### src/rtl/conv_defines.svh
// image geometry, datapath widths and default kernels for the stereo front end
// include wherever a macro is needed; the guard keeps repeated includes harmless
`ifndef CONV_DEFINES_SVH
`define CONV_DEFINES_SVH

// frame geometry in pixels
`define IMG_WIDTH     8
`define IMG_HEIGHT    6

`define PIX_WIDTH     8
`define ACC_WIDTH     20

// scale and saturation applied after the sum
`define CONV_SHIFT    4
`define RELU_MAX      127

// input FIFO entries, also the credits the upstream starts with
`define IN_FIFO_DEPTH 4
`define OUT_CREDITS   4

// nine signed taps, top-left in the most significant field
`define KERNEL_LEFT  { \
    8'h01, 8'h02, 8'h01, \
    8'h02, 8'h08, 8'h02, \
    8'h01, 8'h02, 8'h01}

// sharpening kernel, centre weighted against its neighbours
`define KERNEL_RIGHT { \
    8'hFF, 8'hFF, 8'hFF, \
    8'hFF, 8'h0C, 8'hFF, \
    8'hFF, 8'hFF, 8'hFF}

`endif

### src/rtl/conv_pkg.sv
// shared types for the stereo convolution front end
// in_word_u is the word carried through the input FIFO
`include "conv_defines.svh"

package conv_pkg;

    typedef logic signed [`PIX_WIDTH-1:0] pixel_t;

    // holds the nine-tap sum before scaling
    typedef logic signed [`ACC_WIDTH-1:0] acc_t;

    typedef struct packed {
        pixel_t left;
        pixel_t right;
    } stereo_pair_t;

    // raw view for storage, beat view for decoding
    typedef union packed {
        logic [2*`PIX_WIDTH:0] raw;
        struct packed {
            logic         sof;
            stereo_pair_t pair;
        } beat;
    } in_word_u;

endpackage

### src/rtl/pixel_fifo.sv
`timescale 1ns/100ps
// input buffer for stereo pixel words, popped once per pipeline step
// every pop hands one credit back to the upstream a cycle later
`include "conv_defines.svh"

module pixel_fifo
    import conv_pkg::*;
(
    input  logic     clk,
    input  logic     rst_n_i,
    input  logic     wr_valid_i,
    input  in_word_u wr_word_i,
    input  logic     pop_i,
    output logic     empty_o,
    output in_word_u rd_word_o,
    output logic     credit_o
);

    localparam int PTR_W = $clog2(`IN_FIFO_DEPTH);
    localparam logic [PTR_W-1:0] LAST_PTR = PTR_W'(`IN_FIFO_DEPTH - 1);
    localparam logic [PTR_W:0]   DEPTH_CNT = (PTR_W + 1)'(`IN_FIFO_DEPTH);

    logic [$bits(in_word_u)-1:0] mem [`IN_FIFO_DEPTH];
    logic [PTR_W-1:0]            wr_ptr;
    logic [PTR_W-1:0]            rd_ptr;
    logic [PTR_W:0]              count;
    logic                        full;

    assign empty_o = (count == '0);
    assign full    = (count == DEPTH_CNT);

    always_comb begin
        rd_word_o.raw = mem[rd_ptr];
    end

    always_ff @(posedge clk) begin
        if (wr_valid_i) begin
            mem[wr_ptr] <= wr_word_i.raw;
        end
    end

    always_ff @(posedge clk) begin
        if (!rst_n_i) begin
            wr_ptr   <= '0;
            rd_ptr   <= '0;
            count    <= '0;
            credit_o <= 1'b0;
        end else begin
            if (wr_valid_i) begin
                wr_ptr <= (wr_ptr == LAST_PTR) ? '0 : wr_ptr + 1'b1;
            end
            if (pop_i) begin
                rd_ptr <= (rd_ptr == LAST_PTR) ? '0 : rd_ptr + 1'b1;
            end
            case ({wr_valid_i, pop_i})
                2'b10:   count <= count + 1'b1;
                2'b01:   count <= count - 1'b1;
                default: count <= count;
            endcase
            // one credit per entry freed
            credit_o <= pop_i;
        end
    end

    // upstream must hold a credit for every beat it sends
    no_write_when_full: assert property (@(posedge clk) disable iff (!rst_n_i)
        !(wr_valid_i && full))
        else $error("pixel_fifo: write while full");

    // step logic only advances on buffered data
    no_pop_when_empty: assert property (@(posedge clk) disable iff (!rst_n_i)
        !(pop_i && empty_o))
        else $error("pixel_fifo: pop while empty");

endmodule

### src/rtl/window_conv.sv
`timescale 1ns/100ps
// one branch of the front end: line buffers, 3x3 window, MAC, shift and ReLU
// a result and its markers appear one cycle after the step that completes a window
`include "conv_defines.svh"

module window_conv
    import conv_pkg::*;
#(
    parameter logic [9*`PIX_WIDTH-1:0] KERNEL = `KERNEL_LEFT
)
(
    input  logic   clk,
    input  logic   rst_n_i,
    input  logic   step_i,
    input  logic   sof_i,
    input  pixel_t pix_i,
    output logic   valid_o,
    output pixel_t result_o,
    output logic   sop_o,
    output logic   eop_o,
    output logic   sof_o,
    output logic   eof_o
);

    localparam int COL_W = $clog2(`IMG_WIDTH);
    localparam int ROW_W = $clog2(`IMG_HEIGHT);
    localparam logic [COL_W-1:0] LAST_COL  = COL_W'(`IMG_WIDTH - 1);
    localparam logic [ROW_W-1:0] LAST_ROW  = ROW_W'(`IMG_HEIGHT - 1);
    localparam logic [COL_W-1:0] FIRST_COL = COL_W'(2);
    localparam logic [ROW_W-1:0] FIRST_ROW = ROW_W'(2);

    logic [COL_W-1:0] col;
    logic [COL_W-1:0] cur_col;
    logic [ROW_W-1:0] row;
    logic [ROW_W-1:0] cur_row;
    logic             win_step;

    // previous two lines, indexed by column
    pixel_t line0 [`IMG_WIDTH];
    pixel_t line1 [`IMG_WIDTH];
    // row 0 is the oldest line, column 0 the oldest pixel
    pixel_t win [3][3];

    acc_t conv_sum;
    acc_t scaled;

    function automatic pixel_t coef(input int idx);
        return pixel_t'(KERNEL[(8 - idx) * `PIX_WIDTH +: `PIX_WIDTH]);
    endfunction

    // frame start puts the current pixel at the origin
    assign cur_col  = sof_i ? '0 : col;
    assign cur_row  = sof_i ? '0 : row;
    assign win_step = step_i && (cur_col >= FIRST_COL) && (cur_row >= FIRST_ROW);

    always_ff @(posedge clk) begin
        if (!rst_n_i) begin
            col <= '0;
            row <= '0;
        end else if (step_i) begin
            if (cur_col == LAST_COL) begin
                col <= '0;
                row <= (cur_row == LAST_ROW) ? '0 : cur_row + 1'b1;
            end else begin
                col <= cur_col + 1'b1;
                row <= cur_row;
            end
        end
    end

    always_ff @(posedge clk) begin
        if (step_i) begin
            line1[cur_col] <= line0[cur_col];
            line0[cur_col] <= pix_i;
            for (int r = 0; r < 3; r++) begin
                win[r][0] <= win[r][1];
                win[r][1] <= win[r][2];
            end
            win[0][2] <= line1[cur_col];
            win[1][2] <= line0[cur_col];
            win[2][2] <= pix_i;
        end
    end

    always_ff @(posedge clk) begin
        if (!rst_n_i) begin
            valid_o <= 1'b0;
            sop_o   <= 1'b0;
            eop_o   <= 1'b0;
            sof_o   <= 1'b0;
            eof_o   <= 1'b0;
        end else begin
            valid_o <= win_step;
            sop_o   <= win_step && (cur_col == FIRST_COL);
            eop_o   <= win_step && (cur_col == LAST_COL);
            sof_o   <= win_step && (cur_col == FIRST_COL) && (cur_row == FIRST_ROW);
            eof_o   <= win_step && (cur_col == LAST_COL) && (cur_row == LAST_ROW);
        end
    end

    // nine products of the frozen window
    always_comb begin
        conv_sum = '0;
        for (int r = 0; r < 3; r++) begin
            for (int c = 0; c < 3; c++) begin
                conv_sum = conv_sum + acc_t'(win[r][c]) * acc_t'(coef(r * 3 + c));
            end
        end
    end

    assign scaled = conv_sum >>> `CONV_SHIFT;

    // saturating ReLU
    always_comb begin
        if (scaled < 0) begin
            result_o = '0;
        end else if (scaled > acc_t'(`RELU_MAX)) begin
            result_o = pixel_t'(`RELU_MAX);
        end else begin
            result_o = pixel_t'(scaled);
        end
    end

    // upstream framing has to agree with the position counters
    sof_at_origin: assert property (@(posedge clk) disable iff (!rst_n_i)
        (step_i && sof_i) |-> (col == '0 && row == '0))
        else $error("window_conv: sof_i away from frame start");

endmodule

### src/rtl/channel_concat.sv
`timescale 1ns/100ps
// joins the left and right branch results into one output pair
// also owns the output credits and decides when the pipeline steps
`include "conv_defines.svh"

module channel_concat
    import conv_pkg::*;
(
    input  logic         clk,
    input  logic         rst_n_i,
    input  logic         fifo_empty_i,
    input  logic         out_credit_i,
    output logic         step_o,
    input  logic         l_valid_i,
    input  pixel_t       l_result_i,
    input  pixel_t       r_result_i,
    input  logic         r_valid_i,
    input  logic         r_sop_i,
    input  logic         r_eop_i,
    input  logic         r_sof_i,
    input  logic         r_eof_i,
    output logic         out_valid_o,
    output stereo_pair_t out_data_o,
    output logic         out_sop_o,
    output logic         out_eop_o,
    output logic         out_sof_o,
    output logic         out_eof_o
);

    localparam int CRD_W = $clog2(`OUT_CREDITS + 1);
    localparam logic [CRD_W-1:0] CRD_INIT = CRD_W'(`OUT_CREDITS);

    logic [CRD_W-1:0] credit_cnt;
    logic             spend;

    assign spend = l_valid_i && r_valid_i;

    // a result in flight already owns a credit
    assign step_o = !fifo_empty_i && (credit_cnt > CRD_W'(spend));

    always_ff @(posedge clk) begin
        if (!rst_n_i) begin
            credit_cnt <= CRD_INIT;
        end else begin
            case ({out_credit_i, spend})
                2'b10:   credit_cnt <= credit_cnt + 1'b1;
                2'b01:   credit_cnt <= credit_cnt - 1'b1;
                default: credit_cnt <= credit_cnt;
            endcase
        end
    end

    always_ff @(posedge clk) begin
        if (spend) begin
            out_data_o.left  <= l_result_i;
            out_data_o.right <= r_result_i;
        end
    end

    // markers follow the right branch
    always_ff @(posedge clk) begin
        if (!rst_n_i) begin
            out_valid_o <= 1'b0;
            out_sop_o   <= 1'b0;
            out_eop_o   <= 1'b0;
            out_sof_o   <= 1'b0;
            out_eof_o   <= 1'b0;
        end else begin
            out_valid_o <= spend;
            out_sop_o   <= r_sop_i;
            out_eop_o   <= r_eop_i;
            out_sof_o   <= r_sof_i;
            out_eof_o   <= r_eof_i;
        end
    end

    // both branches step together
    lr_valid_match: assert property (@(posedge clk) disable iff (!rst_n_i)
        l_valid_i == r_valid_i)
        else $error("channel_concat: branch valids differ");

    credit_bound: assert property (@(posedge clk) disable iff (!rst_n_i)
        credit_cnt <= CRD_INIT)
        else $error("channel_concat: more credits returned than granted");

endmodule

### src/rtl/conv_top.sv
`timescale 1ns/100ps
// stereo convolution front end, one pixel pair in per beat under credit flow
// input FIFO feeds a left and a right 3x3 branch whose results are paired
`include "conv_defines.svh"

module conv_top
    import conv_pkg::*;
(
    input  logic         clk,
    input  logic         rst_n_i,
    input  logic         in_valid_i,
    input  logic         in_sof_i,
    input  pixel_t       in_left_i,
    input  pixel_t       in_right_i,
    output logic         in_credit_o,
    input  logic         out_credit_i,
    output logic         out_valid_o,
    output stereo_pair_t out_data_o,
    output logic         out_sop_o,
    output logic         out_eop_o,
    output logic         out_sof_o,
    output logic         out_eof_o
);

    in_word_u in_word;
    in_word_u fifo_word;
    logic     fifo_empty;
    logic     step;

    logic     l_valid;
    pixel_t   l_result;
    logic     r_valid;
    pixel_t   r_result;
    logic     r_sop;
    logic     r_eop;
    logic     r_sof;
    logic     r_eof;

    always_comb begin
        in_word.beat.sof        = in_sof_i;
        in_word.beat.pair.left  = in_left_i;
        in_word.beat.pair.right = in_right_i;
    end

    pixel_fifo u_fifo (
        .clk        (clk),
        .rst_n_i    (rst_n_i),
        .wr_valid_i (in_valid_i),
        .wr_word_i  (in_word),
        .pop_i      (step),
        .empty_o    (fifo_empty),
        .rd_word_o  (fifo_word),
        .credit_o   (in_credit_o)
    );

    // framing comes from the right branch, so the left markers stay open
    window_conv #(.KERNEL(`KERNEL_LEFT)) u_left (
        .clk      (clk),
        .rst_n_i  (rst_n_i),
        .step_i   (step),
        .sof_i    (fifo_word.beat.sof),
        .pix_i    (fifo_word.beat.pair.left),
        .valid_o  (l_valid),
        .result_o (l_result),
        .sop_o    (),
        .eop_o    (),
        .sof_o    (),
        .eof_o    ()
    );

    window_conv #(.KERNEL(`KERNEL_RIGHT)) u_right (
        .clk      (clk),
        .rst_n_i  (rst_n_i),
        .step_i   (step),
        .sof_i    (fifo_word.beat.sof),
        .pix_i    (fifo_word.beat.pair.right),
        .valid_o  (r_valid),
        .result_o (r_result),
        .sop_o    (r_sop),
        .eop_o    (r_eop),
        .sof_o    (r_sof),
        .eof_o    (r_eof)
    );

    channel_concat u_concat (
        .clk          (clk),
        .rst_n_i      (rst_n_i),
        .fifo_empty_i (fifo_empty),
        .out_credit_i (out_credit_i),
        .step_o       (step),
        .l_valid_i    (l_valid),
        .l_result_i   (l_result),
        .r_result_i   (r_result),
        .r_valid_i    (r_valid),
        .r_sop_i      (r_sop),
        .r_eop_i      (r_eop),
        .r_sof_i      (r_sof),
        .r_eof_i      (r_eof),
        .out_valid_o  (out_valid_o),
        .out_data_o   (out_data_o),
        .out_sop_o    (out_sop_o),
        .out_eop_o    (out_eop_o),
        .out_sof_o    (out_sof_o),
        .out_eof_o    (out_eof_o)
    );

endmodule

### config.mk
export PLATFORM = sky130hd
export DESIGN_NAME = conv_top
export DESIGN_NICKNAME = d
export VERILOG_FILES = /design/src/rtl/conv_pkg.sv /design/src/rtl/pixel_fifo.sv /design/src/rtl/window_conv.sv /design/src/rtl/channel_concat.sv /design/src/rtl/conv_top.sv
export VERILOG_INCLUDE_DIRS = /design/src /design/src/rtl
export SDC_FILE = /design/constraint.sdc
export NUM_CORES = 1
export LEC_CHECK = 0
export BUFFER_PORTS_ARGS = -buffer_cell sky130_fd_sc_hd__buf_4
export CAP_MARGIN = 20
export CELL_PAD_IN_SITES_DETAIL_PLACEMENT = 0
export CELL_PAD_IN_SITES_GLOBAL_PLACEMENT = 2
export CORE_ASPECT_RATIO = 1.25
export CORE_MARGIN = 2
export CORE_UTILIZATION = 30
export CTS_CLUSTER_SIZE = 40
export DETAILED_ROUTE_END_ITERATION = 12
export HOLD_SLACK_MARGIN = 0.12
export PLACE_DENSITY_LB_ADDON = 0.1
export SLEW_MARGIN = 20
export SYNTH_ARGS = -nofsm -noshare
export SYNTH_HDL_FRONTEND = slang
export SYNTH_SLANG_ARGS = --single-unit
### constraint.sdc
create_clock -name clk -period 7.7 [get_ports clk]
set_clock_uncertainty 0.15 [all_clocks]
set_input_delay 2.31 -clock clk [delete_from_list [all_inputs] [get_ports clk]]
set_output_delay 2.31 -clock clk [all_outputs]
set_load 0.02 [all_outputs]
==> load_flow_metrics.sql, run 1 <==
INSERT INTO impl_metrics (metric_group, metric, value, unit) VALUES
('status', 'result_of_the_run', 'completed', ''),
('clock_network', 'clock-sinks', '520', ''),
('die', 'rows', '116', ''),
('worst_setup_path', 'critPathRequiredTime', '7.86', 'ns'),
('sta', 'achievable-frequency', '145', 'MHz'),
('worst_setup_path', 'crit_arrival', '7.08', 'ns'),
('yosys', 'post_synth_num_cell_types', '69', ''),
('grt', 'grt.overflow.total', '0', ''),
('grt', 'antenna_found_initial', '1', ''),
('worst_setup_path', 'worstPathBufferInverterCount', '5', ''),
('clock_network', 'cts-resized-gates', '0', ''),
('worst_setup_path', 'crit_family', 'adder cells', ''),
('routing', 'final_antenna_net_count', '0', ''),
('yosys', 'ys_seq_area_share', '62.8', '%'),
('placement', 'pre_cts_slack', '0.711', 'ns'),
('final_layout', 'final-instance-count-excl-fill', '2938', ''),
('worst_setup_path', 'setup.worst_path.class', 'register to register', ''),
('die', 'die_area', '83300', 'µm²'),
('clock_network', 'cts.repair_timing.setup_buffer_count', '0', ''),
('worst_setup_path', 'crit_path_cell_chain', 'ha_1 > ha_1 > inv_1 > fa_1 > inv_1 > a21oi_1 > o21bai_1 > a21o_1 > a21o_1 > nand2_1 > xor2_1 > fa_1 > inv_1 > fa_1 > fa_1 > inv_1 > fa_1 > inv_1 > ha_1 > nand3_1 > a2111oi_2 > o211ai_1 > a2111oi_4 > a21oi_1', ''),
('yosys', 'synth_area', '24300', 'µm²'),
('placement', 'buffer_ports.inserted', '42', ''),
('final_layout', 'finalNetCount', '2061', ''),
('clock_network', 'clock_transition_at_the_register_clock_pins_on_the_worst_setup_and_hold_paths_after_cts', '0.06', 'ns'),
('routing', 'viasPerCell', '4.45', ''),
('placement', 'routabilityCongestion', '0.726', ''),
('sta', 'setup_repair_after_global_routing_missed_its_margin', 'no', ''),
('final_layout', 'area_growth_syn_to_layout', '13.5', '%'),
('die', 'fp.dieW', '259', 'µm'),
('clock_network', 'clock_tree.root_cell', 'clkbuf_16', ''),
('grt', 'track_usage', '13.2', '%'),
('final_layout', 'final_core_utilization', '34.4', '%'),
('sta', 'max-slew-margin-rel', '27.4', '%'),
('worst_setup_path', 'path_max_fanout', '7', ''),
('yosys', 'syn_inst', '1748', ''),
('yosys', 'synthesis.yosys.warnings', '0', ''),
('sta', 'layout_min_cycle_time', '6.92', 'ns'),
('placement', 'dp_cells', '2834', ''),
('sta', 'totalNegativeSetupSlack', '0', 'ns'),
('clock_network', 'cts_max_path_buffers', '3', ''),
('flow_run', 'maxCapViolations', '0', ''),
('routing', 'route.vias.total', '13100', ''),
('routing', 'detail_route.drc_violations', '0', ''),
('grt', 'grt_first_pass_wirelength', '84300', 'µm'),
('grt', 'grt_start_max_net_pins', '89', ''),
('yosys', 'number_of_enable_type_register_cells_in_the_synthesized_netlist', '484', ''),
('yosys', 'yosys_register_bits', '520', ''),
('worst_setup_path', 'critPathSlowestCell', 'a2111oi_4', ''),
('final_layout', 'leading_cell_type_in_the_layout_fill_and_taps_excluded', 'edfxtp_1', ''),
('yosys', 'syn_avg_cell_area', '13.9', 'µm²'),
('final_layout', 'layout_common_cells', 'edfxtp_1 (484), nand2_1 (271), inv_1 (215)', ''),
('sta', 'final_cycle_utilization_of_the_critical_path', '89.9', '%'),
('routing', 'detailedRoute.firstIterationViolations', '602', ''),
('yosys', 'synthFlopType', 'edfxtp_1', ''),
('sta', 'tightestPinTransition', '1.09', 'ns'),
('clock_network', 'ctsHtreeMaxLevel', '2', ''),
('worst_setup_path', 'cp-start-kind', 'register', ''),
('routing', 'drt-pass1-iter-count', '4', ''),
('clock_network', 'cts_hold_buffers', '0', ''),
('final_layout', 'drive_gt1_share', '9.91', '%'),
('placement', 'place_hpwl', '34600', 'µm'),
('yosys', 'asyncSetResetFlopFracSynth', '0', '%'),
('die', 'chipHeight', '322', 'µm'),
('sta', 'post-route-worst-setup-slack', '0.781', 'ns'),
('final_layout', 'number_of_filler_cells_placed_in_the_layout', '7925', ''),
('worst_setup_path', 'end_kind', 'register', ''),
('grt', 'vias_in_the_first_global_route', '14100', ''),
('die', 'io-pin-count', '43', ''),
('die', 'starting_density', '30.3', '%'),
('clock_network', 'cts_tree', 'yes', ''),
('worst_setup_path', 'cpPeakStageDelay', '0.58', 'ns'),
('routing', 'finalWirelength', '53700', 'µm'),
('sta', 'report.final.setup_viol', '0', ''),
('sta', 'finalMaxSlewViolations', '0', ''),
('clock_network', 'clk_latency', '0.62', 'ns'),
('die', 'core_area', '80100', 'µm²'),
('clock_network', 'number_of_cts_inserted_buffers', '56', ''),
('sta', 'final-hold-violation-count', '0', ''),
('min_path', 'worst_hold_path_type', 'register to register', ''),
('final_layout', 'insertedDiodeCount', '0', ''),
('routing', 'route.detailed.wl_per_inst', '18.3', 'µm');
## worst register-to-register path, delay by kind of cell, from the launching register on
family / cells / cell delay, ns
and+or+nand+nor: 2 / 0.22
buffers and inverters: 5 / 0.30
xor gates and xnor gates: 1 / 0.15
adders and majority gates: 8 / 3.43
AOI/OAI and AO/OA: 8 / 1.92
DFF: 1 / 0.43
## final timing paths
kind	start	to	slack, ns	depth (start not counted)
max reg2reg	u_right.win[0][34]	u_concat.out_data_o[5]	0.78	24
max	u_right.win[0][34]	u_concat.out_data_o[5]	0.78	24
min reg2reg	u_right.eof_o	u_concat.out_eof_o	0.29	1
min	u_right.eof_o	u_concat.out_eof_o	0.29	1
## flip-flops by register name, indices dropped and copies added (netlist names), 3 cells and up, named ones only
register / flops
u_left.row: 3
u_right.col: 3
u_left.line1: 64
u_right.row: 3
u_left.col: 3
u_fifo.mem: 68
u_right.win: 72
u_concat.out_data_o: 16
u_right.line0: 64
u_right.line1: 64
u_fifo.count: 3
u_concat.credit_cnt: 3
u_left.win: 72
u_left.line0: 64
## synth_stat cells (7+ instances only)
| cell | n | area share (%) |
|---|---|---|
| mux4_2 | 17 | 1.6 |
| nor3_1 | 9 | 0.19 |
| or4_1 | 30 | 0.93 |
| buf_6 | 12 | 0.56 |
| and2_1 | 19 | 0.49 |
| a21oi_1 | 164 | 3.4 |
| xor2_1 | 17 | 0.61 |
| nor2b_1 | 14 | 0.36 |
| dfxtp_1 | 36 | 3.0 |
| ha_1 | 74 | 3.8 |
| nor2_1 | 37 | 0.57 |
| clkbuf_1 | 12 | 0.19 |
| o21ai_0 | 31 | 0.64 |
| xnor2_1 | 13 | 0.47 |
| inv_1 | 215 | 3.3 |
| nand2b_1 | 13 | 0.33 |
| a21o_1 | 15 | 0.46 |
| fa_1 | 136 | 11 |
| edfxtp_1 | 484 | 60 |
| and3_1 | 7 | 0.18 |
| nand2_1 | 271 | 4.2 |
| buf_2 | 23 | 0.47 |
## stage by stage
stage	cell area [µm²]	hold WS, ns
6_report	27600	0.286
5_1_grt	27600	0.301
4_1_cts	27600	0.290
3_5_place_dp	25900	0.272
3_3_place_gp	25900	0.275
2_1_floorplan	24300	0.262
## cells by family (layout without fill, tap and decap cells)
kind of cell / after synthesis / after routing / share of synthesized area, %
buffers and inverters: 269 / 396 / 4.65
other: 1 / 2 / 0.0154
AND/OR/NAND/NOR: 428 / 428 / 8.07
AO/OA/AOI/OAI: 266 / 266 / 6.50
XOR/XNOR: 30 / 30 / 1.08
adder cells (fa/ha/maj): 210 / 210 / 15.0
multiplexers: 24 / 24 / 1.87
flip-flops: 520 / 520 / 62.8
## per-layer routing
layer / track usage (%) / vias up / part of all wire [%]
met5: 0 / - / 0
met3: 2.04 / 69 / 3.1
met4: 3.74 / 0 / 2.1
met2: 22.4 / 162 / 48
met1: 17.5 / 6591 / 46
li1: - / 6251 / -
## layout make-up
| class | count | area, µm² | area share (%) |
|---|---|---|---|
| sequential | 520 | 15300 | 55.3 |
| multi-input combinational | 960 | 7920 | 28.7 |
| clock buffer | 79 | 1520 | 5.50 |
| tap | 1062 | 1330 | 4.82 |
| inverter | 218 | 823 | 2.99 |
| timing repair buffer | 74 | 556 | 2.01 |
| clock inverter | 25 | 171 | 0.622 |
Power of run 1 is not shown: default switching activity piles up to over one toggle a cycle in this logic, so the estimate is an artifact.
==> run 2, diff against run 1 <==
--- a/config.mk
+++ b/config.mk
@@ -16,7 +16,9 @@
 export CTS_CLUSTER_SIZE = 40
 export DETAILED_ROUTE_END_ITERATION = 12
 export HOLD_SLACK_MARGIN = 0.12
-export PLACE_DENSITY_LB_ADDON = 0.1
+export MAX_ROUTING_LAYER = met4
+export PLACE_DENSITY_LB_ADDON = 0.3
+export SKIP_CTS_REPAIR_TIMING = 1
 export SLEW_MARGIN = 20
 export SYNTH_ARGS = -nofsm -noshare
 export SYNTH_HDL_FRONTEND = slang
==> run 2 against run 1 <==
  * Non-clock buffer count fell by 2
  * Flip-flop and latch count stayed put
  * Register-to-register slack hardly changed
  * Final cell count fell by 0.17%
  * First-iteration DRC count increased by 18%
  * Largest cell class unchanged
  * Highest routed layer unchanged
==> load_flow_metrics.sql, run 2 (synthesis results as in run 1) <==
INSERT INTO impl_metrics (metric_group, metric, value, unit) VALUES
('routing', 'detailedRoute.firstIterationViolations', '712', ''),
('sta', 'final-hold-violation-count', '0', ''),
('worst_setup_path', 'cpPeakStageDelay', '0.55', 'ns'),
('placement', 'routabilityCongestion', '0.755', ''),
('grt', 'grt.overflow.total', '0', ''),
('sta', 'final_cycle_utilization_of_the_critical_path', '89.8', '%'),
('worst_setup_path', 'ff2ff_path_depth', '24', ''),
('placement', 'place_hpwl', '32800', 'µm'),
('sta', 'setup_repair_after_global_routing_missed_its_margin', 'no', ''),
('die', 'starting_density', '30.3', '%'),
('routing', 'route.detailed.wl_per_inst', '17.0', 'µm'),
('routing', 'finalWirelength', '50000', 'µm'),
('die', 'die_area', '83300', 'µm²'),
('grt', 'grt_first_pass_wirelength', '78700', 'µm'),
('worst_setup_path', 'path_max_fanout', '7', ''),
('routing', 'detail_route.drc_violations', '0', ''),
('die', 'fp.dieW', '259', 'µm'),
('worst_setup_path', 'crit_arrival', '7.07', 'ns'),
('die', 'core_area', '80100', 'µm²'),
('sta', 'tightestPinTransition', '1.02', 'ns'),
('worst_setup_path', 'critPathRequiredTime', '7.86', 'ns'),
('die', 'rows', '116', ''),
('sta', 'max-slew-margin-rel', '31.8', '%'),
('worst_setup_path', 'crit_path_cell_chain', 'ha_1 > ha_1 > inv_1 > fa_1 > inv_1 > a21oi_1 > o21bai_1 > a21o_1 > a21o_1 > nand2_1 > xor2_1 > fa_1 > inv_1 > fa_1 > fa_1 > inv_1 > fa_1 > inv_1 > ha_1 > nand3_1 > a2111oi_2 > o211ai_1 > a2111oi_4 > a21oi_1', ''),
('sta', 'achievable-frequency', '145', 'MHz'),
('clock_network', 'clock-sinks', '520', ''),
('final_layout', 'area_growth_syn_to_layout', '14.4', '%'),
('clock_network', 'cts_max_path_buffers', '3', ''),
('placement', 'detailed_place.area', '25900', 'µm²'),
('final_layout', 'layout_common_cells', 'edfxtp_1 (484), nand2_1 (271), inv_1 (215)', ''),
('final_layout', 'biggestRegsByFlops', 'u_left.win: 72 flops, u_right.win: 72 flops, u_fifo.mem: 68 flops', ''),
('routing', 'viasPerCell', '4.42', ''),
('worst_setup_path', 'worst_r2r_startpoint', 'u_right.win[0][34]', ''),
('worst_setup_path', 'timing.rr.end', 'u_concat.out_data_o[5]', ''),
('grt', 'track_usage', '12.6', '%'),
('final_layout', 'number_of_filler_cells_placed_in_the_layout', '7827', ''),
('grt', 'antenna_found_initial', '0', ''),
('clock_network', 'clock_transition_at_the_register_clock_pins_on_the_worst_setup_and_hold_paths_after_cts', '0.06', 'ns'),
('grt', 'grt_start_max_net_pins', '80', ''),
('sta', 'totalNegativeSetupSlack', '0', 'ns'),
('worst_setup_path', 'setup.worst_path.class', 'register to register', ''),
('worst_setup_path', 'worst_setup_path_startpoint', 'u_right.win[0][34]', ''),
('clock_network', 'clk_latency', '0.60', 'ns'),
('worst_setup_path', 'timing.reg2reg.setup_slack', '0.79', 'ns'),
('routing', 'final_antenna_net_count', '0', ''),
('flow_run', 'maxCapViolations', '0', ''),
('routing', 'drt-pass1-iter-count', '5', ''),
('worst_setup_path', 'crit_path_end', 'u_concat.out_data_o[5]', ''),
('worst_setup_path', 'cp-start-kind', 'register', ''),
('final_layout', 'finalNetCount', '2058', ''),
('status', 'result_of_the_run', 'completed', ''),
('routing', 'route.vias.total', '13000', ''),
('final_layout', 'final_area', '27800', 'µm²'),
('sta', 'layout_min_cycle_time', '6.91', 'ns'),
('placement', 'buffer_ports.inserted', '42', ''),
('worst_setup_path', 'critPathSlowestCell', 'a2111oi_4', ''),
('final_layout', 'insertedDiodeCount', '0', ''),
('clock_network', 'clock_tree.root_cell', 'clkbuf_16', ''),
('worst_setup_path', 'end_kind', 'register', ''),
('sta', 'finalMaxSlewViolations', '0', ''),
('clock_network', 'ctsHtreeMaxLevel', '2', ''),
('sta', 'report.final.setup_viol', '0', ''),
('die', 'chipHeight', '322', 'µm'),
('grt', 'vias_in_the_first_global_route', '13600', ''),
('die', 'io-pin-count', '43', ''),
('clock_network', 'cts_tree', 'yes', ''),
('final_layout', 'drive_gt1_share', '10.4', '%'),
('min_path', 'worst_hold_path_type', 'register to register', ''),
('final_layout', 'leading_cell_type_in_the_layout_fill_and_taps_excluded', 'edfxtp_1', ''),
('clock_network', 'number_of_cts_inserted_buffers', '55', '');
-- run 2: cell type report --
type	count	area (µm²)	share of cell area [%]
Clock buffer	68	1540	5.54
Clock inverter	33	380	1.37
Inverter	218	823	2.96
Multi-Input combinational cell	960	7920	28.5
Sequential cell	520	15300	54.9
Tap cell	1062	1330	4.78
Timing Repair Buffer	72	541	1.95
-- run 2: how the worst min path moves through the flow --
stage / start / slack (ns) / depth (start not counted) / end
after floorplan: u_right.eof_o / 0.26 / 1 / u_concat.out_eof_o
after global placement: u_right.eop_o / 0.27 / 1 / u_concat.out_eop_o
after detailed placement: u_right.eop_o / 0.28 / 1 / u_concat.out_eop_o
after CTS: u_right.win[0][10] / 0.29 / 0 / u_right.win[0][18]
after global routing: u_right.win[0][10] / 0.30 / 0 / u_right.win[0][18]
final: u_right.win[0][10] / 0.28 / 0 / u_right.win[0][18]
-- run 2: critical path, delay by kind of cell, from the launching register on --
kind / cells / cell delay, ns
xor+xnor: 1 / 0.15
compound gates: 8 / 1.94
fa+ha+maj: 8 / 3.41
buf+inv: 5 / 0.30
simple gates: 2 / 0.22
flops: 1 / 0.44
-- run 2: through the flow --
stage               hold slack [ns]  util (%)  instances  worst slack [ns]
global route                  0.303      34.7       2933             0.306
finish                        0.285      34.7       2933             0.789
detailed placement            0.276      32.3       2832             0.741
floorplan                     0.262         -       1749            0.0213
global placement              0.273      32.3       2832             0.851
CTS                           0.291      34.7       2933             0.735
-- run 2: metal layers --
| metal | vias to the layer above | GRT usage (%) | part of all wire [%] |
|---|---|---|---|
| met2 | 166 | 21.1 | 49 |
| met5 | - | - | 0 |
| li1 | 6251 | - | - |
| met4 | 0 | 3.39 | 1.8 |
| met1 | 6475 | 15.9 | 45 |
| met3 | 60 | 1.94 | 3.4 |
Power of run 2 is left out for the same reason.
